File: src/hdl/addrUnitPkg.sv
/* Shared types and constants of the vector address unit. Pages are fixed at 4 KB
   and region bounds are fixed constants, so no run-time remapping exists. */

package addrUnitPkg;

  // lane and width constants
  localparam int NUM_LANES = 4;
  localparam int ADDR_W    = 32;
  localparam int PAGE_BITS = 12;
  localparam int PN_W      = ADDR_W - PAGE_BITS;
  localparam int TID_W     = 2;

  typedef logic [ADDR_W-1:0]    vAddrT;
  typedef logic [ADDR_W-1:0]    pAddrT;
  typedef logic [PN_W-1:0]      vpnT;
  typedef logic [PN_W-1:0]      pfnT;
  typedef logic [TID_W-1:0]     tidT;
  typedef logic [NUM_LANES-1:0] laneMaskT;

  // loads first, then stores
  typedef enum logic [2:0] {
    opLw, opLh, opLhu, opLb, opLbu, opSw, opSh, opSb
  } memOpT;

  typedef enum logic [2:0] {
    regNone, regMapped, regUncached, regDebug, regCached
  } regionT;

  typedef enum logic [1:0] {
    causeNone, causeTlb, causeAlign
  } causeT;

  // lower bound of each virtual region
  localparam vAddrT VADR_MAPPED   = 32'h4000_0000;
  localparam vAddrT VADR_UNCACHED = 32'hA000_0000;
  localparam vAddrT VADR_DEBUG    = 32'hB000_0000;
  localparam vAddrT VADR_CACHED   = 32'hC000_0000;

  // debug window lands here physically
  localparam pAddrT DEBUG_PBASE = 32'h1F00_0000;

  // log2 of the access size in bytes
  function automatic logic [1:0] opSizeLog2(memOpT op);
    case (op)
      opLw, opSw:        return 2'd2;
      opLh, opLhu, opSh: return 2'd1;
      default:           return 2'd0;
    endcase
  endfunction

  function automatic logic opIsStore(memOpT op);
    return op inside {opSw, opSh, opSb};
  endfunction

endpackage

File: src/hdl/addrGenStage.sv
/* Stage 1: lane address generation and region decode. Inputs are plain strobes
   with no back-pressure; a cancel on the arriving thread drops the op at once. */

`timescale 1ns/1ns

module addrGenStage import addrUnitPkg::*; (
  input  logic     clk,
  input  logic     rst_n,
  input  logic     opValid,
  input  memOpT    opCode,
  input  tidT      opTid,
  input  vAddrT    laneBase [NUM_LANES],
  input  vAddrT    opOffset,
  input  laneMaskT laneEn,
  input  logic     isVector,
  input  logic     isBurst,
  input  logic     cancelValid,
  input  tidT      cancelTid,
  output logic     genValid,
  output memOpT    genOp,
  output tidT      genTid,
  output vAddrT    genAddr [NUM_LANES],
  output regionT   genRegion [NUM_LANES]
);

  vAddrT  nextAddr [NUM_LANES];
  regionT nextRegion [NUM_LANES];
  logic   opCancel;

  // arriving op killed on the same edge
  assign opCancel = cancelValid && (cancelTid == opTid);

  always_comb begin
    for (int i = 0; i < NUM_LANES; i++) begin
      nextAddr[i] = laneBase[i] + opOffset;
      // burst lanes step by the access size
      if (isBurst) begin
        nextAddr[i] = nextAddr[i] + (vAddrT'(i) << opSizeLog2(opCode));
      end
      // highest bound checked first
      if (nextAddr[i] >= VADR_CACHED) begin
        nextRegion[i] = regCached;
      end else if (nextAddr[i] >= VADR_DEBUG) begin
        nextRegion[i] = regDebug;
      end else if (nextAddr[i] >= VADR_UNCACHED) begin
        nextRegion[i] = regUncached;
      end else if (nextAddr[i] >= VADR_MAPPED) begin
        nextRegion[i] = regMapped;
      end else begin
        nextRegion[i] = regNone;
      end
      // disabled lanes and scalar lanes past 0 do nothing
      if (!laneEn[i] || (!isVector && i != 0)) begin
        nextRegion[i] = regNone;
      end
    end
  end

  always_ff @(posedge clk or negedge rst_n) begin
    if (!rst_n) begin
      genValid <= 1'b0;
    end else begin
      genValid <= opValid && !opCancel;
    end
  end

  // op fields qualified by genValid
  always_ff @(posedge clk) begin
    genOp     <= opCode;
    genTid    <= opTid;
    genAddr   <= nextAddr;
    genRegion <= nextRegion;
  end

endmodule

File: src/hdl/tlbRequest.sv
/* Stage 2: one TLB request per op, for the page of the lowest mapped lane.
   Repeat requests for the last requested page are dropped; the TLB answers 1 cycle on. */

`timescale 1ns/1ns

module tlbRequest import addrUnitPkg::*; (
  input  logic   clk,
  input  logic   rst_n,
  input  logic   genValid,
  input  memOpT  genOp,
  input  tidT    genTid,
  input  vAddrT  genAddr [NUM_LANES],
  input  regionT genRegion [NUM_LANES],
  input  logic   cancelValid,
  input  tidT    cancelTid,
  output logic   tlbReq,
  output vpnT    tlbVpn,
  output tidT    tlbTid,
  output logic   reqValid,
  output memOpT  reqOp,
  output tidT    reqTid,
  output vAddrT  reqAddr [NUM_LANES],
  output regionT reqRegion [NUM_LANES],
  output vpnT    reqVpn
);

  logic hasMapped;
  vpnT  pageVpn;
  // last page sent to the TLB
  logic lastVld;
  vpnT  lastVpn;

  // walk down so the lowest mapped lane wins
  always_comb begin
    hasMapped = 1'b0;
    pageVpn   = '0;
    for (int i = NUM_LANES - 1; i >= 0; i--) begin
      if (genRegion[i] == regMapped) begin
        hasMapped = 1'b1;
        pageVpn   = genAddr[i][ADDR_W-1:PAGE_BITS];
      end
    end
  end

  // same page as last time needs no new lookup
  assign tlbReq = genValid && hasMapped && (!lastVld || pageVpn != lastVpn);
  assign tlbVpn = pageVpn;
  assign tlbTid = genTid;

  always_ff @(posedge clk or negedge rst_n) begin
    if (!rst_n) begin
      reqValid <= 1'b0;
      lastVld  <= 1'b0;
    end else begin
      reqValid <= genValid && !(cancelValid && cancelTid == genTid);
      if (tlbReq) begin
        lastVld <= 1'b1;
      end
    end
  end

  always_ff @(posedge clk) begin
    if (tlbReq) begin
      lastVpn <= pageVpn;
    end
    reqOp     <= genOp;
    reqTid    <= genTid;
    reqAddr   <= genAddr;
    reqRegion <= genRegion;
    reqVpn    <= pageVpn;
  end

endmodule

File: src/hdl/addrTranslate.sv
/* Stage 3: lane translation, alignment check and one cause per op. The held
   translation is the last TLB answer, with no page tag; mapped lanes follow its cached bit. */

`timescale 1ns/1ns

module addrTranslate import addrUnitPkg::*; (
  input  logic     clk,
  input  logic     rst_n,
  input  logic     reqValid,
  input  memOpT    reqOp,
  input  tidT      reqTid,
  input  vAddrT    reqAddr [NUM_LANES],
  input  regionT   reqRegion [NUM_LANES],
  input  vpnT      reqVpn,
  input  logic     tlbRsp,
  input  pfnT      tlbPfn,
  input  logic     tlbCached,
  input  logic     tlbFault,
  input  logic     cancelValid,
  input  tidT      cancelTid,
  output logic     resultValid,
  output tidT      resultTid,
  output logic     resultStore,
  output pAddrT    lanePAddr [NUM_LANES],
  output laneMaskT laneValid,
  output laneMaskT laneUncached,
  output causeT    resultCause
);

  // held translation
  logic heldValid;
  pfnT  heldPfn;
  logic heldCached;
  logic heldFault;
  // live answer takes priority over held one
  logic curValid;
  pfnT  curPfn;
  logic curCached;
  logic curFault;

  pAddrT    nextPAddr [NUM_LANES];
  laneMaskT nextValid;
  laneMaskT nextUncached;
  causeT    nextCause;
  logic     anyMapped;
  logic     misAlign;
  logic [1:0] sizeLog2;

  assign curValid  = tlbRsp || heldValid;
  assign curPfn    = tlbRsp ? tlbPfn : heldPfn;
  assign curCached = tlbRsp ? tlbCached : heldCached;
  assign curFault  = tlbRsp ? tlbFault : heldFault;
  assign sizeLog2  = opSizeLog2(reqOp);

  always_comb begin
    anyMapped    = 1'b0;
    misAlign     = 1'b0;
    nextValid    = '0;
    nextUncached = '0;
    for (int i = 0; i < NUM_LANES; i++) begin
      nextPAddr[i] = '0;
      case (reqRegion[i])
        regMapped: begin
          anyMapped = 1'b1;
          // only the requested page can be translated
          if (curValid && reqAddr[i][ADDR_W-1:PAGE_BITS] == reqVpn) begin
            nextPAddr[i]    = {curPfn, reqAddr[i][PAGE_BITS-1:0]};
            nextValid[i]    = 1'b1;
            nextUncached[i] = !curCached;
          end
        end
        regUncached: begin
          nextPAddr[i]    = reqAddr[i] - VADR_UNCACHED;
          nextValid[i]    = 1'b1;
          nextUncached[i] = 1'b1;
        end
        regDebug: begin
          nextPAddr[i]    = DEBUG_PBASE + (reqAddr[i] - VADR_DEBUG);
          nextValid[i]    = 1'b1;
          nextUncached[i] = 1'b1;
        end
        regCached: begin
          nextPAddr[i] = reqAddr[i] - VADR_CACHED;
          nextValid[i] = 1'b1;
        end
        default: begin
          nextValid[i] = 1'b0;
        end
      endcase
      // half needs bit 0 clear, word needs bits 1:0 clear
      if (nextValid[i] && ((sizeLog2 == 2'd2 && reqAddr[i][1:0] != 2'b00) ||
                           (sizeLog2 == 2'd1 && reqAddr[i][0]))) begin
        misAlign = 1'b1;
      end
    end
    // tlb fault outranks alignment
    if (anyMapped && curFault) begin
      nextCause = causeTlb;
    end else if (misAlign) begin
      nextCause = causeAlign;
    end else begin
      nextCause = causeNone;
    end
    if (nextCause != causeNone) begin
      nextValid = '0;
    end
  end

  always_ff @(posedge clk or negedge rst_n) begin
    if (!rst_n) begin
      heldValid   <= 1'b0;
      resultValid <= 1'b0;
      laneValid   <= '0;
      resultCause <= causeNone;
    end else begin
      if (tlbRsp) begin
        heldValid <= 1'b1;
      end
      resultValid <= reqValid && !(cancelValid && cancelTid == reqTid);
      laneValid   <= nextValid;
      resultCause <= nextCause;
    end
  end

  // every answer is kept, even for a cancelled op
  always_ff @(posedge clk) begin
    if (tlbRsp) begin
      heldPfn    <= tlbPfn;
      heldCached <= tlbCached;
      heldFault  <= tlbFault;
    end
    resultTid    <= reqTid;
    resultStore  <= opIsStore(reqOp);
    lanePAddr    <= nextPAddr;
    laneUncached <= nextUncached;
  end

endmodule

File: src/hdl/vecAddrUnit.sv
/* Vector load/store address unit, 3 cycles from opValid to resultValid.
   The TLB must answer every tlbReq exactly one cycle later. */

`timescale 1ns/1ns

module vecAddrUnit import addrUnitPkg::*; (
  input  logic     clk,
  input  logic     rst_n,
  input  logic     opValid,
  input  memOpT    opCode,
  input  tidT      opTid,
  input  vAddrT    laneBase [NUM_LANES],
  input  vAddrT    opOffset,
  input  laneMaskT laneEn,
  input  logic     isVector,
  input  logic     isBurst,
  input  logic     cancelValid,
  input  tidT      cancelTid,
  output logic     tlbReq,
  output vpnT      tlbVpn,
  output tidT      tlbTid,
  input  logic     tlbRsp,
  input  pfnT      tlbPfn,
  input  logic     tlbCached,
  input  logic     tlbFault,
  output logic     resultValid,
  output tidT      resultTid,
  output logic     resultStore,
  output pAddrT    lanePAddr [NUM_LANES],
  output laneMaskT laneValid,
  output laneMaskT laneUncached,
  output causeT    resultCause
);

  // stage 1 to stage 2
  logic   genValid;
  memOpT  genOp;
  tidT    genTid;
  vAddrT  genAddr [NUM_LANES];
  regionT genRegion [NUM_LANES];
  // stage 2 to stage 3
  logic   reqValid;
  memOpT  reqOp;
  tidT    reqTid;
  vAddrT  reqAddr [NUM_LANES];
  regionT reqRegion [NUM_LANES];
  vpnT    reqVpn;

  addrGenStage u_gen (
    .clk, .rst_n, .opValid, .opCode, .opTid, .laneBase, .opOffset, .laneEn,
    .isVector, .isBurst, .cancelValid, .cancelTid,
    .genValid, .genOp, .genTid, .genAddr, .genRegion
  );

  tlbRequest u_req (
    .clk, .rst_n, .genValid, .genOp, .genTid, .genAddr, .genRegion,
    .cancelValid, .cancelTid, .tlbReq, .tlbVpn, .tlbTid,
    .reqValid, .reqOp, .reqTid, .reqAddr, .reqRegion, .reqVpn
  );

  addrTranslate u_xlat (
    .clk, .rst_n, .reqValid, .reqOp, .reqTid, .reqAddr, .reqRegion, .reqVpn,
    .tlbRsp, .tlbPfn, .tlbCached, .tlbFault, .cancelValid, .cancelTid,
    .resultValid, .resultTid, .resultStore, .lanePAddr, .laneValid,
    .laneUncached, .resultCause
  );

endmodule

File: config.mk
export PLATFORM = sky130hd
export DESIGN_NAME = vecAddrUnit
export DESIGN_NICKNAME = d
export VERILOG_FILES = /design/src/hdl/addrUnitPkg.sv /design/src/hdl/addrGenStage.sv /design/src/hdl/tlbRequest.sv /design/src/hdl/addrTranslate.sv /design/src/hdl/vecAddrUnit.sv
export SDC_FILE = /design/constraint.sdc
export NUM_CORES = 1
export LEC_CHECK = 0
export ABC_AREA = 1
export BUFFER_PORTS_ARGS = -buffer_cell sky130_fd_sc_hd__buf_2
export CAP_MARGIN = 10
export CORE_MARGIN = 5
export CORE_UTILIZATION = 45
export CTS_CLUSTER_DIAMETER = 150
export DETAILED_ROUTE_END_ITERATION = 6
export PLACE_DENSITY = 0.71
export RECOVER_POWER = 50
export SLEW_MARGIN = 20
export SYNTH_ARGS = -nofsm -noshare
export SYNTH_HDL_FRONTEND = slang
export SYNTH_SLANG_ARGS = --single-unit
File: constraint.sdc
create_clock -name clk -period 3.4 [get_ports clk]
set_input_delay 0.51 -clock clk [delete_from_list [all_inputs] [get_ports clk]]
set_output_delay 0.51 -clock clk [all_outputs]
set_load 0.05 [all_outputs]
==> results of run 1 <==
[cell type report]
type | instances | area, µm²
repair buffers | 504 | 2740
multi-input cells | 2766 | 15000
clock buffers | 63 | 1410
well taps | 837 | 1050
inverters | 727 | 2730
flip-flops and latches | 498 | 10200
fillers | 6211 | 28200
clock inverters | 31 | 369
[stage by stage]
step	instance area (µm²)	util	setup TNS, ns
after floorplan	28100	-	0
after global placement	31800	0.516	-0.933
after detailed placement	31800	0.516	-1.67
after CTS	33700	0.546	-0.167
after global routing	33500	0.544	-0.279
final	33500	0.544	-0.143
[where the power goes]
part,switching [mW],total (mW),internal (mW)
clock network,2.48,5.87,3.39
registers,0.882,7.83,6.95
logic,4.53,6.51,1.98
[synthesized netlist by cell type (all sizes together) (2+ instances only)]
cell type  count
edfxtp        20
nand2       1158
inv          727
nand4         69
or2           13
o211ai        20
buf            4
nand3b        16
a21oi        155
o21ai        163
o21bai        10
a32oi          2
o21a           7
a21boi         3
xnor2         49
nor3          70
ha           150
a221oi         4
o22ai         30
a31oi         14
dfxtp        467
clkbuf        39
fa             7
a22oi          3
and3           2
nor2         404
o31ai         10
xor2         113
nand3        229
o221ai        20
a21o           6
o2111ai       10
nor4          11
dfrtp         11
and2           3
o32ai          9
[logic make-up (layout without fill, tap and decap cells)]
logic type / Yosys count / count (layout) / share of synthesized area
simple gates: 1976 / 1976 / 0.311
compound gates: 470 / 470 / 0.0984
fa+ha+maj: 157 / 157 / 0.0719
flops: 498 / 498 / 0.364
mux: 1 / 1 / 0.000357
buf+inv: 770 / 1325 / 0.103
xor+xnor: 162 / 162 / 0.0506
[how the worst max path moves through the flow]
stage                                                to  slack, ns  depth (start not counted)
after floorplan                                  tlbReq       0.01                          9
after global placement    u_gen.genRegion[0]$_SDFF_PP0_      -0.12                         25
after detailed placement  u_gen.genRegion[6]$_SDFF_PP0_      -0.15                         21
after CTS                                        tlbReq      -0.17                         14
after global routing                             tlbReq      -0.28                         14
final                                            tlbReq      -0.14                         14
[worst reg2reg max path, stage by stage (launching register included)]
cell	delay, ns
dfxtp_1	0.32
nor3_2	0.18
buf_4	0.15
inv_1	0.06
buf_8	0.16
o21ai_0	0.08
o21ai_0	0.10
buf_4	0.15
o211ai_1	0.33
nor2_1	0.11
nor4_2	0.30
nand3_1	0.13
nor2_2	0.15
nor2_4	0.05
buf_4	0.26
[registers in the layout, indices dropped and copies added, names as in the netlist, 2 cells and up]
name,cells
u_xlat.resultTid,2
u_req.reqAddr,128
u_req.reqTid,2
u_req.reqRegion,12
u_xlat.laneUncached,4
u_req.lastVpn,20
u_gen.genTid,2
u_gen.genRegion,12
u_xlat.heldPfn,20
u_gen.genOp,3
u_gen.genAddr,128
u_xlat.lanePAddr,128
u_xlat.laneValid,4
u_xlat.resultCause,2
u_req.reqOp,3
u_req.reqVpn,20
[timing repair]
item | CTS | global route
resized for setup | 20 | 7
hold buffers | 1 | 0
setup buffers | 1 | 1
setup endpoints to repair | 1 | 1
hold endpoints to repair | 11 | 0
pin swaps | 7 | 3
[layer usage]
metal	up-vias	wire length (µm)	part of all wire
met1	12500	45800	0.45
met3	188	6950	0.068
met4	0	4690	0.046
li1	13800	-	-
met2	1071	45400	0.44
met5	-	0	0
==> reports/metrics.csv, run 1 <==
stage;metric;value;unit
status;outcome;finished, violations left;
status;failing checks;negative setup slack;
route;initial drt markers;2191;
worst_setup_path;worst r2r path cells;14;
synthesis;EDFF count, synth;20;
cts;Worst-Skew Late Latency;0.61;ns
synthesis;FFs w/ async S/R, synth;0.0221;
job;max-cap viol count;0;
cells_and_area;commonest non-fill, non-tap cells in the layout;1,080 x nand2_1, 696 x inv_1, 467 x dfxtp_1;
route;drt first pass iters;6;
synthesis;Synth top area share;0.333;
timing;Min Hold Slack;0.0294;ns
worst_hold_path;Min-Delay Path Depth;1;
worst_setup_path;worst setup path startpoint;u_gen.genRegion[4]$_SDFF_PP0_;
worst_setup_path;worst-path fanout max;30;
pwr;LEAKAGE;17.2;nW
synthesis;mean post-synth cell area;6.96;µm²
synthesis;Post-Syn Nets;4391;
floorplan;DIE HEIGHT;260;µm
route;Final Routed Wirelength;103000;µm
synthesis;sequential cell area fraction in the yosys report;0.364;
worst_setup_path;critical path required time;2.89;ns
grt;global-route congestion overflow total;0;
cts;clk sinks;498;
worst_setup_path;Crit Path Category;reg -> out;
route;antenna-violating nets left;0;
grt;GR peak layer;met2;
placement;pre-CTS setup slack;-0.152;ns
grt;global-route wire length before repair;151000;µm
timing;worst slew pin tran;1.02;ns
pwr;VDD IR max;0.332;mV
placement;Placed Cells;5329;
synthesis;Most used DFF post-synth;dfxtp_1;
cts;Num CTS Buffers;50;
worst_setup_path;cells along the critical path;nor3_2 -> buf_4 -> inv_1 -> buf_8 -> o21ai_0 -> o21ai_0 -> buf_4 -> o211ai_1 -> nor2_1 -> nor4_2 -> nand3_1 -> nor2_2 -> nor2_4 -> buf_8;
timing;Final Hold Viols;0;
cts;Longest Clk Path Bufs;3;
route;wire per inst;19.0;µm
cells_and_area;area delta synth->final;19.5;%
timing;RSZ-0062 raised after global routing;yes;
floorplan;Core Region;61700;µm²
worst_setup_path;Reg2Reg Setup Slack;0.62;ns
grt;largest net degree at the start of global routing;31;
cells_and_area;leading cell type in the layout, fill and taps excluded;nand2_1;
worst_setup_path;CP endpoint kind;output pin;
synthesis;post-synthesis cell type count;56;
synthesis;top post-synthesis cells by area;dfxtp_1 33%, nand2_1 14%, inv_1 9.3%, ha_1 6.7%, nor2_1 4.5%;
grt;met3 GRT Util;0.0279;
grt;initial antenna violation count;1;
cells_and_area;antenna cell count;0;
cts;htree depth;2;
worst_hold_path;Hold Crit Class;in -> reg;
timing;Final setup viols;1;
timing;Clock Skews;0.0253;ns
timing;Max Slew Vio Count;0;
route;vias per cell;5.08;
synthesis;Ys Warns;0;
timing;fin crit share;1.04;
timing;minimum clock period;3.54;ns
worst_setup_path;RR Endpoint;u_req.lastVpn[6]$_DFFE_PP_;
route;via count;27600;
worst_setup_path;Crit Reg-Reg Startpoint;u_gen.genRegion[4]$_SDFF_PP0_;
worst_setup_path;critical path data arrival time;3.03;ns
synthesis;Post-Synthesis Cells;4034;
cts;Clock Tree Root;clkbuf_16;
pwr;pwr/cell area;603;nW/µm²
worst_setup_path;Critical path buffers and inverters;5;
cells_and_area;Layout Cells excl Fill;5426;
grt;GR Layer Usage met1;0.406;
floorplan;Ports;365;
route;DR DRC count;0;
grt;Total GRT Usage;0.293;
cts;clock-pin slew on the worst setup and hold paths;0.06;ns
cts;TritonCTS clock tree;yes;
timing;final worst setup slack;-0.143;ns
placement;GPL Wtd Cong;1.01;
worst_setup_path;Top delay family on crit path;simple AND/OR/NAND/NOR gates;
worst_setup_path;Critical Path Start Type;flop;
cells_and_area;Final #Nets;4904;
worst_setup_path;slowest CP cell;dfxtp_1;
floorplan;Initial Util;0.455;
pwr;total power;20.2;mW
timing;fmax;0.282;GHz
placement;number of port buffers;364;
grt;GRT met2 Usage;0.473;
floorplan;die width;260;µm
floorplan;number of core rows;91;
cells_and_area;share of cells above drive strength 1;0.150;
grt;vias in the first global route;25600;
worst_hold_path;hold path start;opCode[2];
worst_setup_path;Worst path max stage delay;0.32;ns
synthesis;cell area after synthesis;28100;µm²
floorplan;die footprint;67500;µm²
worst_hold_path;WHS Endpoint;u_gen.genOp[2]$_DFF_P_;
timing;Slew headroom;0.323;
synthesis;largest area contributor in the netlist;dfxtp_1;
synthesis;flops & latches, synth;498;
placement;Post-DP HPWL;85000;µm
No activity file was read; power rests on OpenSTA's default activity.
==> run 2: changes to the inputs <==
- BUFFER_PORTS_ARGS: -buffer_cell sky130_fd_sc_hd__buf_2 -> default
- DONT_BUFFER_PORTS: default -> 1
- PLACE_DENSITY: 0.71 -> 0.66
==> run 2 against run 1 <==
  * The run still ends with negative setup slack left
  * Total power decreased by 2.6%
  * Die area unchanged
  * Combinational power decreased by 17%
  * First-iteration DRC count decreased by 11%
  * Via count decreased by 5.7%
  * Clock skew decreased by 0.0048 ns
  * Sequential share of layout area increased by 1.7 points
  * Sequential cell count unchanged
==> reports/metrics.csv, run 2 (same netlist as run 1, synthesis figures left out) <==
stage;metric;value;unit;change
status;outcome;finished, violations left;;unchanged
status;failing checks;negative setup slack;;unchanged
worst_setup_path;critical path data arrival time;3.05;ns;was 3.03 ns
grt;global-route wire length before repair;149000;µm;was 151,000 µm
cells_and_area;Final Instance Area;31800;µm²;was 33,500 µm²
placement;Post-DP HPWL;83400;µm;was 85,000 µm
pwr;VDD IR max;0.409;mV;was 0.332 mV
cells_and_area;Final #Nets;4517;;was 4,904
placement;pre-CTS setup slack;-0.0480;ns;was -0.152 ns
timing;fmax;0.281;GHz;was 0.282 GHz
timing;RSZ-0062 raised after global routing;yes;;unchanged
worst_setup_path;slowest CP cell;dfxtp_4;;was dfxtp_1
timing;Final setup viols;1;;unchanged
cts;htree depth;2;;unchanged
worst_hold_path;WHS Endpoint;u_gen.genValid$_DFF_PN0_;;was u_gen.genOp[2]$_DFF_P_
cts;Num CTS Buffers;49;;was 50
timing;fin crit share;1.05;;was 1.04
cells_and_area;Top Registers;u_gen.genAddr (128), u_req.reqAddr (128), u_xlat.lanePAddr (128);;unchanged
cells_and_area;leading cell type in the layout, fill and taps excluded;nand2_1;;unchanged
route;via count;26000;;was 27,600
grt;largest net degree at the start of global routing;26;;was 31
pwr;pwr/cell area;619;nW/µm²;was 603 nW/µm²
pwr;LEAKAGE;16.0;nW;was 17.2 nW
worst_setup_path;cells along the critical path;nand3b_1 -> buf_6 -> buf_6 -> o21ai_2 -> o211ai_1 -> a21oi_2 -> xor2_1 -> nor4_1 -> nand2_1 -> nor2_4 -> nor2_4 -> buf_12;;was nor3_2 -> buf_4 -> inv_1 -> buf_8 -> o21ai_0 -> o21ai_0 -> buf_4 -> o211ai_1 -> nor2_1 -> nor4_2 -> nand3_1 -> nor2_2 -> nor2_4 -> buf_8
placement;GPL Wtd Cong;1.04;;was 1.01
timing;worst slew pin tran;0.789;ns;was 1.02 ns
job;max-cap viol count;0;;unchanged
grt;initial antenna violation count;15;;was 1
floorplan;die width;260;µm;unchanged
cts;Longest Clk Path Bufs;3;;unchanged
worst_hold_path;Hold Crit Class;in -> reg;;unchanged
cts;clk sinks;498;;unchanged
grt;global-route congestion overflow total;0;;unchanged
cells_and_area;Layout Cells excl Fill;5040;;was 5,426
worst_setup_path;Critical Path Start Type;flop;;unchanged
cts;clock-pin slew on the worst setup and hold paths;0.06;ns;about the same
route;drt first pass iters;5;;was 6
route;vias per cell;5.16;;was 5.08
worst_hold_path;hold path start;opValid;;was opCode[2]
worst_setup_path;Crit Path Category;reg -> out;;unchanged
route;wire per inst;20.1;µm;was 19.0 µm
worst_setup_path;Crit Reg-Reg Startpoint;u_gen.genRegion[1]$_SDFF_PP0_;;was u_gen.genRegion[4]$_SDFF_PP0_
placement;placed inst area;29700;µm²;was 31,800 µm²
timing;Final Hold Viols;0;;unchanged
timing;minimum clock period;3.56;ns;was 3.54 ns
timing;final worst setup slack;-0.156;ns;was -0.143 ns
cts;Worst-Skew Late Latency;0.60;ns;was 0.61 ns
cells_and_area;share of cells above drive strength 1;0.107;;was 0.150
worst_setup_path;worst-path fanout max;6;;was 30
cells_and_area;area delta synth->final;13.4;%;was 19.5%
floorplan;number of core rows;91;;unchanged
grt;Total GRT Usage;0.289;;was 0.293
placement;number of port buffers;0;;was 364
timing;Max Slew Vio Count;0;;unchanged
worst_setup_path;critical path required time;2.89;ns;about the same
floorplan;Core Region;61700;µm²;unchanged
worst_setup_path;worst r2r path cells;13;;was 14
worst_setup_path;Reg2Reg Setup Slack;0.46;ns;was 0.62 ns
worst_setup_path;RR Endpoint;u_req.lastVpn[7]$_DFFE_PP_;;was u_req.lastVpn[6]$_DFFE_PP_
timing;setup TNS;-0.156;ns;was -0.143 ns
cells_and_area;Fill cells;6183;;was 6,211
cts;Clock Tree Root;clkbuf_16;;unchanged
worst_hold_path;Min-Delay Path Depth;1;;unchanged
floorplan;Initial Util;0.455;;unchanged
route;initial drt markers;1958;;was 2,191
route;antenna-violating nets left;0;;unchanged
grt;vias in the first global route;24300;;was 25,600
cells_and_area;commonest non-fill, non-tap cells in the layout;1,080 x nand2_1, 695 x inv_1, 466 x dfxtp_1;;was 1,080 x nand2_1, 696 x inv_1, 467 x dfxtp_1
route;Final Routed Wirelength;101000;µm;was 103,000 µm
cts;TritonCTS clock tree;yes;;unchanged
floorplan;die footprint;67500;µm²;unchanged
floorplan;Ports;365;;unchanged
worst_setup_path;Worst path max stage delay;0.36;ns;was 0.32 ns
placement;Placed Cells;4921;;was 5,329
worst_setup_path;CP endpoint kind;output pin;;unchanged
floorplan;DIE HEIGHT;260;µm;unchanged
route;DR DRC count;0;;unchanged
timing;Slew headroom;0.472;;was 0.323
timing;Clock Skews;0.0205;ns;was 0.0253 ns
run 2: changes by cell type in the layout (fill, tap and decap cells not counted), moves of 5 or more:
cell	delta
a21oi_1	-6
o21ai_0	-9
o21ai_1	+5
dlygate4sd3_1	+7
clkbuf_1	-144
a21oi_2	+5
buf_2	-217
buf_4	-31
run 2: metal layers:
metal  track usage  part of all wire  wire length (µm)
met4         0.112             0.045              4590
met1         0.373              0.42             42600
met2         0.476              0.45             45600
met3        0.0626             0.083              8430
met5             0            0.0010               105
run 2: worst max-delay path: cells and delay by family, from the launching register on:
kind / cells / cell delay (ns)
and+or+nand+nor: 5 / 0.87
AOI/OAI and AO/OA: 3 / 0.62
buffers and inverters: 3 / 0.48
DFF: 1 / 0.36
xor gates and xnor gates: 1 / 0.11
run 2: how the worst max path moves through the flow:
stage                                  startpoint                       endpoint  cells after the start
floorplan           u_gen.genRegion[7]$_SDFF_PP0_                         tlbReq                      9
global placement                      laneBase[0]  u_gen.genRegion[0]$_SDFF_PP0_                     23
detailed placement                    laneBase[0]  u_gen.genRegion[0]$_SDFF_PP0_                     23
CTS                 u_gen.genRegion[1]$_SDFF_PP0_                         tlbReq                     12
global route        u_gen.genRegion[1]$_SDFF_PP0_                         tlbReq                     12
finish              u_gen.genRegion[1]$_SDFF_PP0_                         tlbReq                     12
run 2: final cells by class:
| type | instances | area (µm²) | area share |
|---|---|---|---|
| Antenna cell | 4 | 10.0 | 0.000315 |
| Multi-Input combinational cell | 2766 | 15100 | 0.474 |
| Clock buffer | 64 | 1410 | 0.0442 |
| Sequential cell | 498 | 10200 | 0.322 |
| Clock inverter | 26 | 329 | 0.0103 |
| Inverter | 727 | 2730 | 0.0859 |
| Timing Repair Buffer | 118 | 971 | 0.0305 |
| Tap cell | 837 | 1050 | 0.0329 |
run 2: where the power goes:
group / switching (mW) / internal [mW] / total (mW) / leakage [nW]
clock network: 2.38 / 3.40 / 5.78 / 0.850
logic: 3.61 / 1.79 / 5.40 / 10.9
registers: 1.55 / 6.95 / 8.50 / 4.20
total: 7.54 / 12.1 / 19.7 / 16.0
run 2: repair_timing:
action	in CTS	in global routing
setup endpoints to repair	1	1
pin swaps	18	14
endpoints found under the hold margin	18	0
gates cloned	2	1
hold buffers	8	0
setup buffers	13	1
resized for setup	39	10
run 2: stage by stage:
stage | power, mW | hold WS [ns] | utilization
global route | 20.6 | 0.0160 | 0.515
floorplan | 11.9 | 0.214 | -
global placement | 13.7 | 0.216 | 0.481
finish | 19.7 | 0.0362 | 0.515
detailed placement | 13.7 | 0.216 | 0.481
CTS | 19.6 | 0.00656 | 0.515
